$ cat src/perf_counters.sv
/*
 * Cycle and retired-instruction counters read by the host.
 * A clear pulse zeroes both and wins over counting.
 */
`timescale 1ns/1ps

module perf_counters #(
	parameter int xlen = 64
) (
	input  logic            clk,
	input  logic            arst_n,
	input  logic            retire,
	input  logic            clear,
	output logic [xlen-1:0] retired,
	output logic [xlen-1:0] cycles
);

	always_ff @(posedge clk or negedge arst_n) begin
		if (!arst_n) begin
			retired <= '0;
			cycles  <= '0;
		end else if (clear) begin
			retired <= '0;
			cycles  <= '0;
		end else begin
			cycles <= cycles + 1'b1;  // Free running.
			if (retire) begin
				retired <= retired + 1'b1;
			end
		end
	end

endmodule

$ cat config.mk
export PLATFORM = sky130hd
export DESIGN_NAME = perf_counters
export DESIGN_NICKNAME = d
export VERILOG_FILES = /design/src/perf_counters.sv
export SDC_FILE = /design/constraint.sdc
export NUM_CORES = 1
export LEC_CHECK = 0
export BUFFER_PORTS_ARGS = -buffer_cell sky130_fd_sc_hd__buf_2
export CAP_MARGIN = 30
export CELL_PAD_IN_SITES_DETAIL_PLACEMENT = 1
export CELL_PAD_IN_SITES_GLOBAL_PLACEMENT = 1
export CORE_MARGIN = 3
export CORE_UTILIZATION = 42
export DETAILED_ROUTE_END_ITERATION = 10
export PLACE_DENSITY = 0.77
export SLEW_MARGIN = 20
export SYNTH_ARGS = -nofsm -noshare
export SYNTH_HDL_FRONTEND = slang
export SYNTH_SLANG_ARGS = --single-unit
$ cat constraint.sdc
create_clock -name clk -period 3.15 [get_ports clk]
set_input_delay 0.315 -clock clk [delete_from_list [all_inputs] [get_ports clk]]
set_output_delay 0.315 -clock clk [all_outputs]
set_load 0.005 [all_outputs]
==> results.ini <==
[critical_path]
arrival_ns=3.00
crit_buf_inv=0
start_kind=flop
r2r_slack_ns=0.47
critPathMaxStageDelay_ns=0.67
cp_max_fo=7
reg2reg_depth=5
timing.rr.end=retired[62]$_DFFE_PN0P_
critical_path.cell_chain=nand4_2 > or4_4 > or4b_1 > or3_2 > a21oi_1
path_class=flop to flop
required_ns=3.47
crit_slowest_cell=or4b_1
crit_path_end_kind=flop
rr_startpoint=retired[21]$_DFFE_PN0P_
cp_top_family=simple AND/OR/NAND/NOR gates

[floorplanning]
initial_core_util_pct=43.76
core_um2=14860
fp.dieW_um=130.5
rows=44
pin_count=132
dieArea_um2=17020
die_h_um=130.5

[timing]
finalCriticalPeriod_ns=2.684
hold_viol=15
whs_ns=-0.03679
post-route-period-util_pct=85.21
finalSetupTns_ns=0
finalSetupViolations=0
rsz0062_at_grt=no
clock_skew_ns=0.008496
fmax_ghz=0.3725
final_max_slew_viol_count=0
worst_pin_slew_ns=0.9600
slew_headroom_pct=36.00

[drt]
wl_per_cell_um=18.72
drt_iter0_drc=298
routed_wl_um=19380
first_pass_iters=4
antenna_left=0
via_per_inst=5.892
drc=0
dr_total_vias=6098

[clock_network]
root_buffer=clkbuf_16
clkLatencyLatePin_ns=0.42
clkTransAtPathRegs_ns=0.06
holdBufCountCts=0
cts_tree=yes
htree_levels=4
postCtsResizedCells=0
cts_buffer_depth=2
postCtsSetupBuffers=0
cts_made_buffers=17
cts_sinks=128

[synth]
synthCells=705
ys_top_cells_by_area=dfrtp_1 (49%), nor2_1 (5.1%), xor2_1 (4.8%), nand4_1 (4.8%), a21oi_1 (4.2%)
synth_top_family_by_area=simple AND/OR/NAND/NOR gates
muxShareOfSynthArea_pct=0.3270
synth_compound_area_share_pct=9.636
synthAdderAreaFrac_pct=0.3847
yosysTopAreaCellShare_pct=49.24
yosysWarningCount=0
synthSimpleGateAreaFrac_pct=28.72
synthXorXnorAreaFrac_pct=9.021
yosysSeqAreaShare_pct=49.24
avgSynthCellArea_um2=9.227
synth_seq_cells=128
synthDistinctLibCells=41
netlist_area_um2=6505
syn_nets=711
synth_area_leader_cell=dfrtp_1

[grt]
grt_pass1_vias=6338
grt-ovfl-total=0
antenna_found_initial=0
grt_pass1_wl_um=32400
grt_usage_pct=23.75
grt_max_degree=129

[layout]
areaGrowthSynthToFinish_pct=22.85
antennaDiodeCount=0
final_net_count=844
drive_gt1_share_pct=21.27

[job]
drv_cap=0

[pwr]
leakagePower_uw=0.003485
pwr_density_cell_nw_per_um2=466.2
ir_drop_uv=382.4

[run_status]
status=finished with violations
violations=hold timing

[place]
gp_congestion=0.8583
io_buffers=131
dp_hpwl_um=13160

[min_path]
hold_class=input pin to asynchronous set/reset pin

## stage by stage
step	power, µW	instance area [µm²]	instances	setup slack [ns]	util, %
final	3725	7991	1035	0.4657	53.76
after global routing	3859	7991	1035	0.2036	53.76
after CTS	3760	7991	1035	0.4810	53.76
after detailed placement	1781	7407	1003	0.5167	49.83
after global placement	1778	7407	1003	0.5541	49.83
after floorplan	1723	6505	705	0.6581	-
## state kept, by name, indices dropped and copies added, names as in the netlist
register,cells
retired,64
cycles,64
## cell type report
class | count | area, µm²
timing repair buffer | 143 | 775.7
inverter | 17 | 63.81
fill | 1768 | 6873
tap | 184 | 230.2
multi-input combinational | 531 | 3134
sequential | 128 | 3203
clock buffer | 26 | 479.2
clock inverter | 6 | 105.1
## metal layers
layer / up-vias / share of wire (%) / track usage [%]
met1: 3086 / 44 / 31.09
li1: 2835 / - / -
met4: 0 / 2.7 / 8.651
met2: 136 / 49 / 38.99
met3: 41 / 3.9 / 5.285
met5: - / 0 / 0
## placed cells by master (no fill, tap or decap), types with 3 or more instances in the layout
cell,instances
nand3_1,40
a21oi_1,55
or4_1,17
or3_2,3
o31ai_1,13
buf_2,129
nor2_1,88
and2_1,3
dfrtp_1,128
buf_4,12
nor4_1,19
or3_1,38
nand2_1,41
inv_1,17
and3_1,10
o21ai_0,40
and4_1,10
bufinv_16,3
clkbuf_1,7
nor3_1,11
clkinv_2,3
xor2_1,36
clkbuf_16,17
nand4_1,50
nor4_2,3
xnor2_1,31
## synthesized netlist by cell type
library cell	instances
a41o_1	1
or4b_1	1
nand4_1	50
clkbuf_1	25
nand2_1	41
inv_1	17
nor2b_1	2
nand4_2	1
a21boi_0	1
and2_1	3
ha_1	2
o41ai_1	2
o31ai_1	13
or3_2	3
a21oi_1	55
buf_1	3
or2_2	2
nand4b_1	1
nand2b_1	2
or4_4	1
o21ba_2	1
nor3_1	11
nand3_1	40
nor2_1	88
and4_2	1
dfrtp_1	128
and3_1	10
mux2_2	1
nand4bb_1	1
xnor2_1	31
or4_1	17
buf_2	1
nor4_1	20
or3_1	38
nor3b_1	1
nor4_2	2
xor2_1	36
and4_1	10
mux2i_1	1
o21ai_0	40
a311oi_1	1
## kinds of logic after synthesis
group / Yosys count
compound gates: 114
xor+xnor: 67
fa+ha+maj: 2
buf+inv: 46
flops: 128
mux: 2
simple gates: 346
## worst max-delay path by stage
stage	from	endpoint	cells after the start
3_5_place_dp	retired[22]$_DFFE_PN0P_	retired[54]$_DFFE_PN0P_	5
5_1_grt	cycles[0]$_DFF_PN0_	cycles[44]$_DFF_PN0_	7
3_3_place_gp	retired[21]$_DFFE_PN0P_	retired[54]$_DFFE_PN0P_	5
4_1_cts	retired[21]$_DFFE_PN0P_	retired[62]$_DFFE_PN0P_	5
2_1_floorplan	retired[21]$_DFFE_PN0P_	retired[54]$_DFFE_PN0P_	6
6_report	retired[21]$_DFFE_PN0P_	retired[62]$_DFFE_PN0P_	5
## report_power, final
| group | switching [µW] | internal, µW |
|---|---|---|
| clock | 693 | 1280 |
| sequential | 9.93 | 1650 |
| combinational | 69.2 | 18.7 |
| total | 772 | 2950 |
Note: power is estimated with default switching activity, not from simulation.
