--- src/exec_bus_pkg.sv ---
/*
 * Host-side definitions of the execute slice.
 * Wishbone word address map and the sequencer state encoding.
 */
package exec_bus_pkg;

	typedef logic [6:0] adr_t;  // Wishbone word address.

	localparam adr_t adr_reg_base = 7'h00;  // x0..x31 at 0x00..0x1F.
	localparam adr_t adr_instr    = 7'h20;  // Write executes one instruction.
	localparam adr_t adr_retired  = 7'h21;  // Write clears both counters.
	localparam adr_t adr_cycles   = 7'h22;

	typedef enum logic [1:0] {
		idle,
		exec,       // Operands read, ALU result captured.
		writeback,  // rd written, ack or err out.
		respond     // Single-cycle host access answered.
	} seq_state_e;

endpackage

--- src/rv_isa_pkg.sv ---
/*
 * RV64I instruction encodings for the integer execute slice.
 * Gives the R and I views of an instruction word as one packed union,
 * plus the opcode and funct3 values that the ALU accepts.
 */
package rv_isa_pkg;

	typedef logic [4:0] reg_addr_t;  // Integer register index.

	typedef struct packed {
		logic [6:0] funct7;
		reg_addr_t  rs2;
		reg_addr_t  rs1;
		logic [2:0] funct3;
		reg_addr_t  rd;
		logic [6:0] opcode;
	} r_type_t;

	typedef struct packed {
		logic [11:0] imm;  // Sign-extended by the ALU.
		reg_addr_t   rs1;
		logic [2:0]  funct3;
		reg_addr_t   rd;
		logic [6:0]  opcode;
	} i_type_t;

	typedef union packed {
		r_type_t r;
		i_type_t i;
	} instr_u;

	localparam logic [6:0] op_reg = 7'b0110011;  // OP, register-register.
	localparam logic [6:0] op_imm = 7'b0010011;  // OP-IMM, register-immediate.

	localparam logic [2:0] f3_add_sub = 3'b000;
	localparam logic [2:0] f3_sll     = 3'b001;
	localparam logic [2:0] f3_slt     = 3'b010;
	localparam logic [2:0] f3_sltu    = 3'b011;
	localparam logic [2:0] f3_xor     = 3'b100;
	localparam logic [2:0] f3_srl_sra = 3'b101;  // funct7 bit 5 picks SRA.
	localparam logic [2:0] f3_or      = 3'b110;
	localparam logic [2:0] f3_and     = 3'b111;

endpackage

--- src/regfile_if.sv ---
/*
 * Port bundle of the integer register file.
 * The sequencer drives it through ctrl, the register file serves it through rf.
 */
`timescale 1ns/1ps

interface regfile_if #(
	parameter int xlen = 64
) ();

	rv_isa_pkg::reg_addr_t waddr;
	logic [xlen-1:0]       wdata;
	logic                  we;

	rv_isa_pkg::reg_addr_t raddr1;
	logic                  re1;
	logic [xlen-1:0]       rdata1;
	rv_isa_pkg::reg_addr_t raddr2;
	logic                  re2;
	logic [xlen-1:0]       rdata2;

	rv_isa_pkg::reg_addr_t dbg_addr;  // Host read port.
	logic                  dbg_re;
	logic [xlen-1:0]       dbg_data;

	modport ctrl (
		output waddr, wdata, we, raddr1, re1, raddr2, re2, dbg_addr, dbg_re,
		input  rdata1, rdata2, dbg_data
	);

	modport rf (
		input  waddr, wdata, we, raddr1, re1, raddr2, re2, dbg_addr, dbg_re,
		output rdata1, rdata2, dbg_data
	);

endinterface

--- src/exec_sequencer.sv ---
/*
 * Wishbone classic slave and instruction sequencer of the execute slice.
 * Host accesses answer after one cycle; an instruction write runs through
 * exec and writeback and answers after two.
 */
`timescale 1ns/1ps

module exec_sequencer #(
	parameter int xlen = 64
) (
	input  logic                clk,
	input  logic                arst_n,
	input  logic                wb_cyc,
	input  logic                wb_stb,
	input  logic                wb_we,
	input  exec_bus_pkg::adr_t  wb_adr,
	input  logic [xlen-1:0]     wb_dat_i,
	output logic [xlen-1:0]     wb_dat_o,
	output logic                wb_ack,
	output logic                wb_err,
	regfile_if.ctrl             rf,
	output rv_isa_pkg::instr_u  instr,
	input  logic [xlen-1:0]     alu_result,
	input  logic                alu_illegal,
	output logic                retire,
	output logic                clear,
	input  logic [xlen-1:0]     retired,
	input  logic [xlen-1:0]     cycles
);

	exec_bus_pkg::seq_state_e state;
	rv_isa_pkg::reg_addr_t    wr_addr_q;
	logic [xlen-1:0]          wr_data_q;
	logic                     we_q;
	logic [xlen-1:0]          rd_mux;
	logic                     accept;
	logic                     is_reg;
	logic                     is_instr;
	logic                     is_retired;
	logic                     is_cycles;
	logic                     single_ok;

	assign accept     = state == exec_bus_pkg::idle && wb_cyc && wb_stb;
	assign is_reg     = (wb_adr & ~7'h1F) == exec_bus_pkg::adr_reg_base;
	assign is_instr   = wb_adr == exec_bus_pkg::adr_instr;
	assign is_retired = wb_adr == exec_bus_pkg::adr_retired;
	assign is_cycles  = wb_adr == exec_bus_pkg::adr_cycles;
	// Everything but a write to the cycle counter or an unmapped address.
	assign single_ok  = is_reg || is_instr || is_retired || (is_cycles && !wb_we);

	always_comb begin
		rd_mux = '0;
		if (is_reg) begin
			rd_mux = rf.dbg_data;
		end else if (is_instr) begin
			rd_mux[31:0] = instr;  // Last instruction issued.
		end else if (is_retired) begin
			rd_mux = retired;
		end else if (is_cycles) begin
			rd_mux = cycles;
		end
	end

	always_ff @(posedge clk or negedge arst_n) begin
		if (!arst_n) begin
			state  <= exec_bus_pkg::idle;
			wb_ack <= 1'b0;
			wb_err <= 1'b0;
			we_q   <= 1'b0;
			retire <= 1'b0;
			clear  <= 1'b0;
		end else begin
			wb_ack <= 1'b0;
			wb_err <= 1'b0;
			we_q   <= 1'b0;
			retire <= 1'b0;
			clear  <= 1'b0;
			case (state)
				exec_bus_pkg::idle: begin
					if (accept && is_instr && wb_we) begin
						state <= exec_bus_pkg::exec;
					end else if (accept) begin
						state  <= exec_bus_pkg::respond;
						wb_ack <= single_ok;
						wb_err <= !single_ok;
						we_q   <= is_reg && wb_we;  // Commits as ack drops.
						clear  <= is_retired && wb_we;
					end
				end
				exec_bus_pkg::exec: begin
					state  <= exec_bus_pkg::writeback;
					wb_ack <= !alu_illegal;
					wb_err <= alu_illegal;
					we_q   <= !alu_illegal;
					retire <= !alu_illegal;
				end
				default: state <= exec_bus_pkg::idle;  // Writeback and respond.
			endcase
		end
	end

	always_ff @(posedge clk) begin
		if (accept) begin
			wr_addr_q <= wb_adr[4:0];
			wr_data_q <= wb_dat_i;
			wb_dat_o  <= rd_mux;
			if (is_instr && wb_we) begin
				instr <= wb_dat_i[31:0];
			end
		end else if (state == exec_bus_pkg::exec) begin
			wr_addr_q <= instr.r.rd;
			wr_data_q <= alu_result;
		end
	end

	assign rf.waddr    = wr_addr_q;
	assign rf.wdata    = wr_data_q;
	assign rf.we       = we_q;
	assign rf.raddr1   = instr.r.rs1;
	assign rf.raddr2   = instr.r.rs2;
	assign rf.re1      = state == exec_bus_pkg::exec;
	assign rf.re2      = state == exec_bus_pkg::exec;
	assign rf.dbg_addr = wb_adr[4:0];
	assign rf.dbg_re   = accept && is_reg && !wb_we;

	a_ack_err_excl: assert property (@(posedge clk) disable iff (!arst_n)
		!(wb_ack && wb_err));
	a_resp_in_cycle: assert property (@(posedge clk) disable iff (!arst_n)
		(wb_ack || wb_err) |-> wb_cyc);

endmodule

--- src/flat_wrapper.sv ---
// flat-port wrapper written by rule: the top's interface ports become plain ports
module exec_sequencer_flat 
#(
	parameter int xlen = 64
)
  (clk, arst_n, wb_cyc, wb_stb, wb_we, wb_adr, wb_dat_i, wb_dat_o, wb_ack, wb_err, instr, alu_result, alu_illegal, retire, clear, retired, cycles, rf_waddr, rf_wdata, rf_we, rf_raddr1, rf_re1, rf_raddr2, rf_re2, rf_dbg_addr, rf_dbg_re, rf_rdata1, rf_rdata2, rf_dbg_data);
  regfile_if #(.xlen(xlen)) rf_i ();
  input  logic clk;
  input  logic arst_n;
  input  logic wb_cyc;
  input  logic wb_stb;
  input  logic wb_we;
  input  exec_bus_pkg::adr_t wb_adr;
  input  logic [xlen-1:0] wb_dat_i;
  output logic [xlen-1:0] wb_dat_o;
  output logic wb_ack;
  output logic wb_err;
  output rv_isa_pkg::instr_u instr;
  input  logic [xlen-1:0] alu_result;
  input  logic alu_illegal;
  output logic retire;
  output logic clear;
  input  logic [xlen-1:0] retired;
  input  logic [xlen-1:0] cycles;
  output wire logic [$bits(rf_i.waddr)-1:0] rf_waddr;
  output wire logic [$bits(rf_i.wdata)-1:0] rf_wdata;
  output wire logic [$bits(rf_i.we)-1:0] rf_we;
  output wire logic [$bits(rf_i.raddr1)-1:0] rf_raddr1;
  output wire logic [$bits(rf_i.re1)-1:0] rf_re1;
  output wire logic [$bits(rf_i.raddr2)-1:0] rf_raddr2;
  output wire logic [$bits(rf_i.re2)-1:0] rf_re2;
  output wire logic [$bits(rf_i.dbg_addr)-1:0] rf_dbg_addr;
  output wire logic [$bits(rf_i.dbg_re)-1:0] rf_dbg_re;
  input wire logic [$bits(rf_i.rdata1)-1:0] rf_rdata1;
  input wire logic [$bits(rf_i.rdata2)-1:0] rf_rdata2;
  input wire logic [$bits(rf_i.dbg_data)-1:0] rf_dbg_data;
  assign rf_waddr = rf_i.waddr;
  assign rf_wdata = rf_i.wdata;
  assign rf_we = rf_i.we;
  assign rf_raddr1 = rf_i.raddr1;
  assign rf_re1 = rf_i.re1;
  assign rf_raddr2 = rf_i.raddr2;
  assign rf_re2 = rf_i.re2;
  assign rf_dbg_addr = rf_i.dbg_addr;
  assign rf_dbg_re = rf_i.dbg_re;
  assign rf_i.rdata1 = rf_rdata1;
  assign rf_i.rdata2 = rf_rdata2;
  assign rf_i.dbg_data = rf_dbg_data;
  exec_sequencer #(.xlen(xlen)) u_core (.clk(clk), .arst_n(arst_n), .wb_cyc(wb_cyc), .wb_stb(wb_stb), .wb_we(wb_we), .wb_adr(wb_adr), .wb_dat_i(wb_dat_i), .wb_dat_o(wb_dat_o), .wb_ack(wb_ack), .wb_err(wb_err), .rf(rf_i), .instr(instr), .alu_result(alu_result), .alu_illegal(alu_illegal), .retire(retire), .clear(clear), .retired(retired), .cycles(cycles));
endmodule
--- config.mk ---
export PLATFORM = sky130hd
export DESIGN_NAME = exec_sequencer_flat
export DESIGN_NICKNAME = d
export VERILOG_FILES = /design/src/exec_bus_pkg.sv /design/src/rv_isa_pkg.sv /design/src/regfile_if.sv /design/src/exec_sequencer.sv /design/src/flat_wrapper.sv
export SDC_FILE = /design/constraint.sdc
export NUM_CORES = 1
export LEC_CHECK = 0
export BUFFER_PORTS_ARGS = -buffer_cell sky130_fd_sc_hd__buf_4
export CORE_AREA = 5 5 247 249
export DETAILED_ROUTE_END_ITERATION = 16
export DIE_AREA = 0 0 252 254
export SLEW_MARGIN = 20
export SYNTH_ARGS = -nofsm -noshare
export SYNTH_HDL_FRONTEND = slang
export SYNTH_SLANG_ARGS = --single-unit
--- constraint.sdc ---
create_clock -name clk -period 12.1 [get_ports clk]
set_clock_uncertainty 0.2 [all_clocks]
set_input_delay 2.42 -clock clk [delete_from_list [all_inputs] [get_ports clk]]
set_output_delay 2.42 -clock clk [all_outputs]
set_load 0.1 [all_outputs]
==> metrics.txt <==
hold buffers post-CTS 0; Total Power 1.73 mW; Synth area leader edfxtp_1; CTS tree built; grt met3 use 4.35%; via count 6,868; top cells by count, synth 165 x edfxtp_1, 69 x mux2_2, 68 x nor2_1; multi-input logic area around 0.0024 mm2; WL per Instance 20.1 um; share of cells above drive strength 1 58.8%; placement row count 89; Ports between 600 and 700; Leak Pwr between 5 and 6 nW; Worst-Margin Slew 0.814 ns; Gate Count Post-Synth 580; Yosys top cell area share 62.7%; Clk Latency, worst-skew pair 0.48 ns; DIE AREA approximately 0.064 mm2; Core Footprint 0.0585 mm2; fin. max-slew vios 0; final net count 1,535; CTS max path bufs 2; Worst-path clk slew 0.06 ns; CP max FO 89; Post-synth EDFFs 165; sw frac 35.1%; DPL Wire Length a little under 30,000 um; gr busiest metal met2; Max-Cap Viols 0; M1 GR Usage 13.5%; Startpoint Class input port; antenna-violating nets left 0; endpoints failing hold 0; Via density 3.69; Synth cell types 29; synthesized net count approximately 1,000; sequential fraction of design power between 40% and 50%; fillers 6,337; Place WS 5.64 ns; initial antenna violation count 2; Yosys reg bits 172; Resize count post-CTS 0; reg-to-reg endpoint u_core.instr[20]; Placer Congestion 0.922; synthesized area per cell between 10 and 15 um2; CP Data Arrival Time 3.77 ns; Relative slew margins 45.7%; TritonCTS Buffers 17; post-route cell area between 0.01 and 0.015 mm2; first-pass GRT wire length 50,500 um; DRT iter0 DRCs 394; hold_sp u_core.state[1]; yosys synthesis warning count 0; R2R depth 5; CP Capture Type output port; GRT Total Usage 11.1%; clk sink count 172; detailed-router iteration count before antenna repair 4; Placed Instance Area 0.0126 mm2; global route overflow 0; netlist area before placement 0.00790 mm2; logic gate share of total power 27.6%; Max VDD drop around 0.10 mV; register area 0.00513 mm2; Pint 1.12 mW; outcome finished clean; R2R Setup Slk 9.20 ns; die width 252 um; Clock power frac between 30% and 40%; Starting Density 13.5%; htree depth 4; fin crit share a little over half; GR Util met2 17.7%; register area share after synthesis 64.9%; Final WS setup 5.71 ns; post-CTS setup repair buffer count 0; Worst Hold End u_core.state[0]; Sum Neg Setup Slack 0 ns; die height 254 um; Layout area overhead 66.6%; final wirelength 37,400 um; Pwr per Cell Area ~130 mW/mm2; CTS root buffer clkbuf_16; top-count cell post-synth edfxtp_1; port bufs 520; top_reg_cell synth edfxtp_1; Min-Delay Path Class register to register; Final setup viols 0; Layout Utilization 22.5%; switching pwr about 0.61 mW; required time worst endpoint 9.48 ns; CP Class input port to output port; most area-consuming cells after synthesis edfxtp_1 63%, mux2_2 9.8%, a221o_1 4.1%; unrepaired setup endpoints after global routing false; number of global-route vias before repair 7,241; worst reg2reg startpoint u_core.state[0]; largest net degree at the start of global routing 90; Hold Path Depth 1; f_max 0.156 GHz; asr flop ratio synth around 4.1%; Post-route DRC 0; fin crit period 6.39 ns
## metal layers
metal	part of all wire, %	vias up
li1	-	3148
met1	41	3306
met2	47	378
met3	9.3	34
met4	2.3	2
met5	0.035	-
## flip-flops by register name, summed over array words and instances (netlist names), 2 cells and up
signal	flops
u_core.rf.wdata	64
u_core.wb_dat_o	64
u_core.instr	32
u_core.rf.waddr	5
u_core.state	2
## logic make-up after synthesis
family          after synthesis  share of synthesized area, %
simple gates                147                          9.80
mux                          69                          9.83
compound gates              102                          10.2
flops                       172                          64.9
buf+inv                      90                          5.30
## power by group through the flow
stage | clock network (mW) | registers (mW) | logic [mW]
2_1_floorplan | 0 | 0.943 | 0.0847
3_3_place_gp | 0 | 0.719 | 0.477
3_5_place_dp | 0 | 0.721 | 0.482
4_1_cts | 0.572 | 0.708 | 0.482
5_1_grt | 0.595 | 0.710 | 0.495
6_report | 0.546 | 0.707 | 0.477
## how the worst max path moves through the flow
| stage | startpoint | end |
|---|---|---|
| 6_report | wb_stb | rf_dbg_re |
| 5_1_grt | wb_stb | rf_dbg_re |
| 4_1_cts | wb_stb | rf_dbg_re |
| 3_5_place_dp | wb_stb | rf_dbg_re |
| 3_3_place_gp | wb_stb | rf_dbg_re |
| 2_1_floorplan | wb_stb | rf_dbg_re |
## cell usage in the layout (no fill, tap or decap), types with 2 or more instances in the layout
cell / netlist / routed
clkinvlp_4: 0 / 2
and2_1: 10 / 10
nor3b_4: 1 / 2
clkinv_1: 0 / 2
mux2_2: 69 / 69
dfrtp_1: 7 / 7
clkinv_2: 0 / 5
a221o_1: 32 / 32
inv_1: 35 / 35
inv_6: 0 / 4
buf_4: 17 / 529
clkbuf_16: 0 / 17
nor2b_1: 32 / 32
o22ai_1: 33 / 33
nor2_4: 0 / 2
edfxtp_1: 165 / 165
and2_0: 23 / 22
nand2_1: 3 / 3
a22oi_1: 32 / 32
nor2_1: 68 / 66
## cell type report
class                           instances  area share (%)
Sequential cell                       172            39.0
Timing Repair Buffer                  530            30.3
Multi-Input combinational cell        318            18.2
Tap cell                              773            7.35
Clock buffer                           17            3.23
Inverter                               35           0.998
Clock inverter                         15           0.922
Antenna cell                            1          0.0190
## worst max-delay path, stage by stage
cell	delay, ns
buf_4	0.08
nand2_1	0.08
nor3_2	0.19
buf_12	0.42
and3_1	0.26
buf_4	0.30
## per-stage QoR
stage	hold slack, ns	instances
after floorplan	0.221	580
after global placement	0.262	1828
after detailed placement	0.272	1828
after CTS	0.289	1860
after global routing	0.313	1860
final	0.282	1861
(Power assumes the default switching activity.)
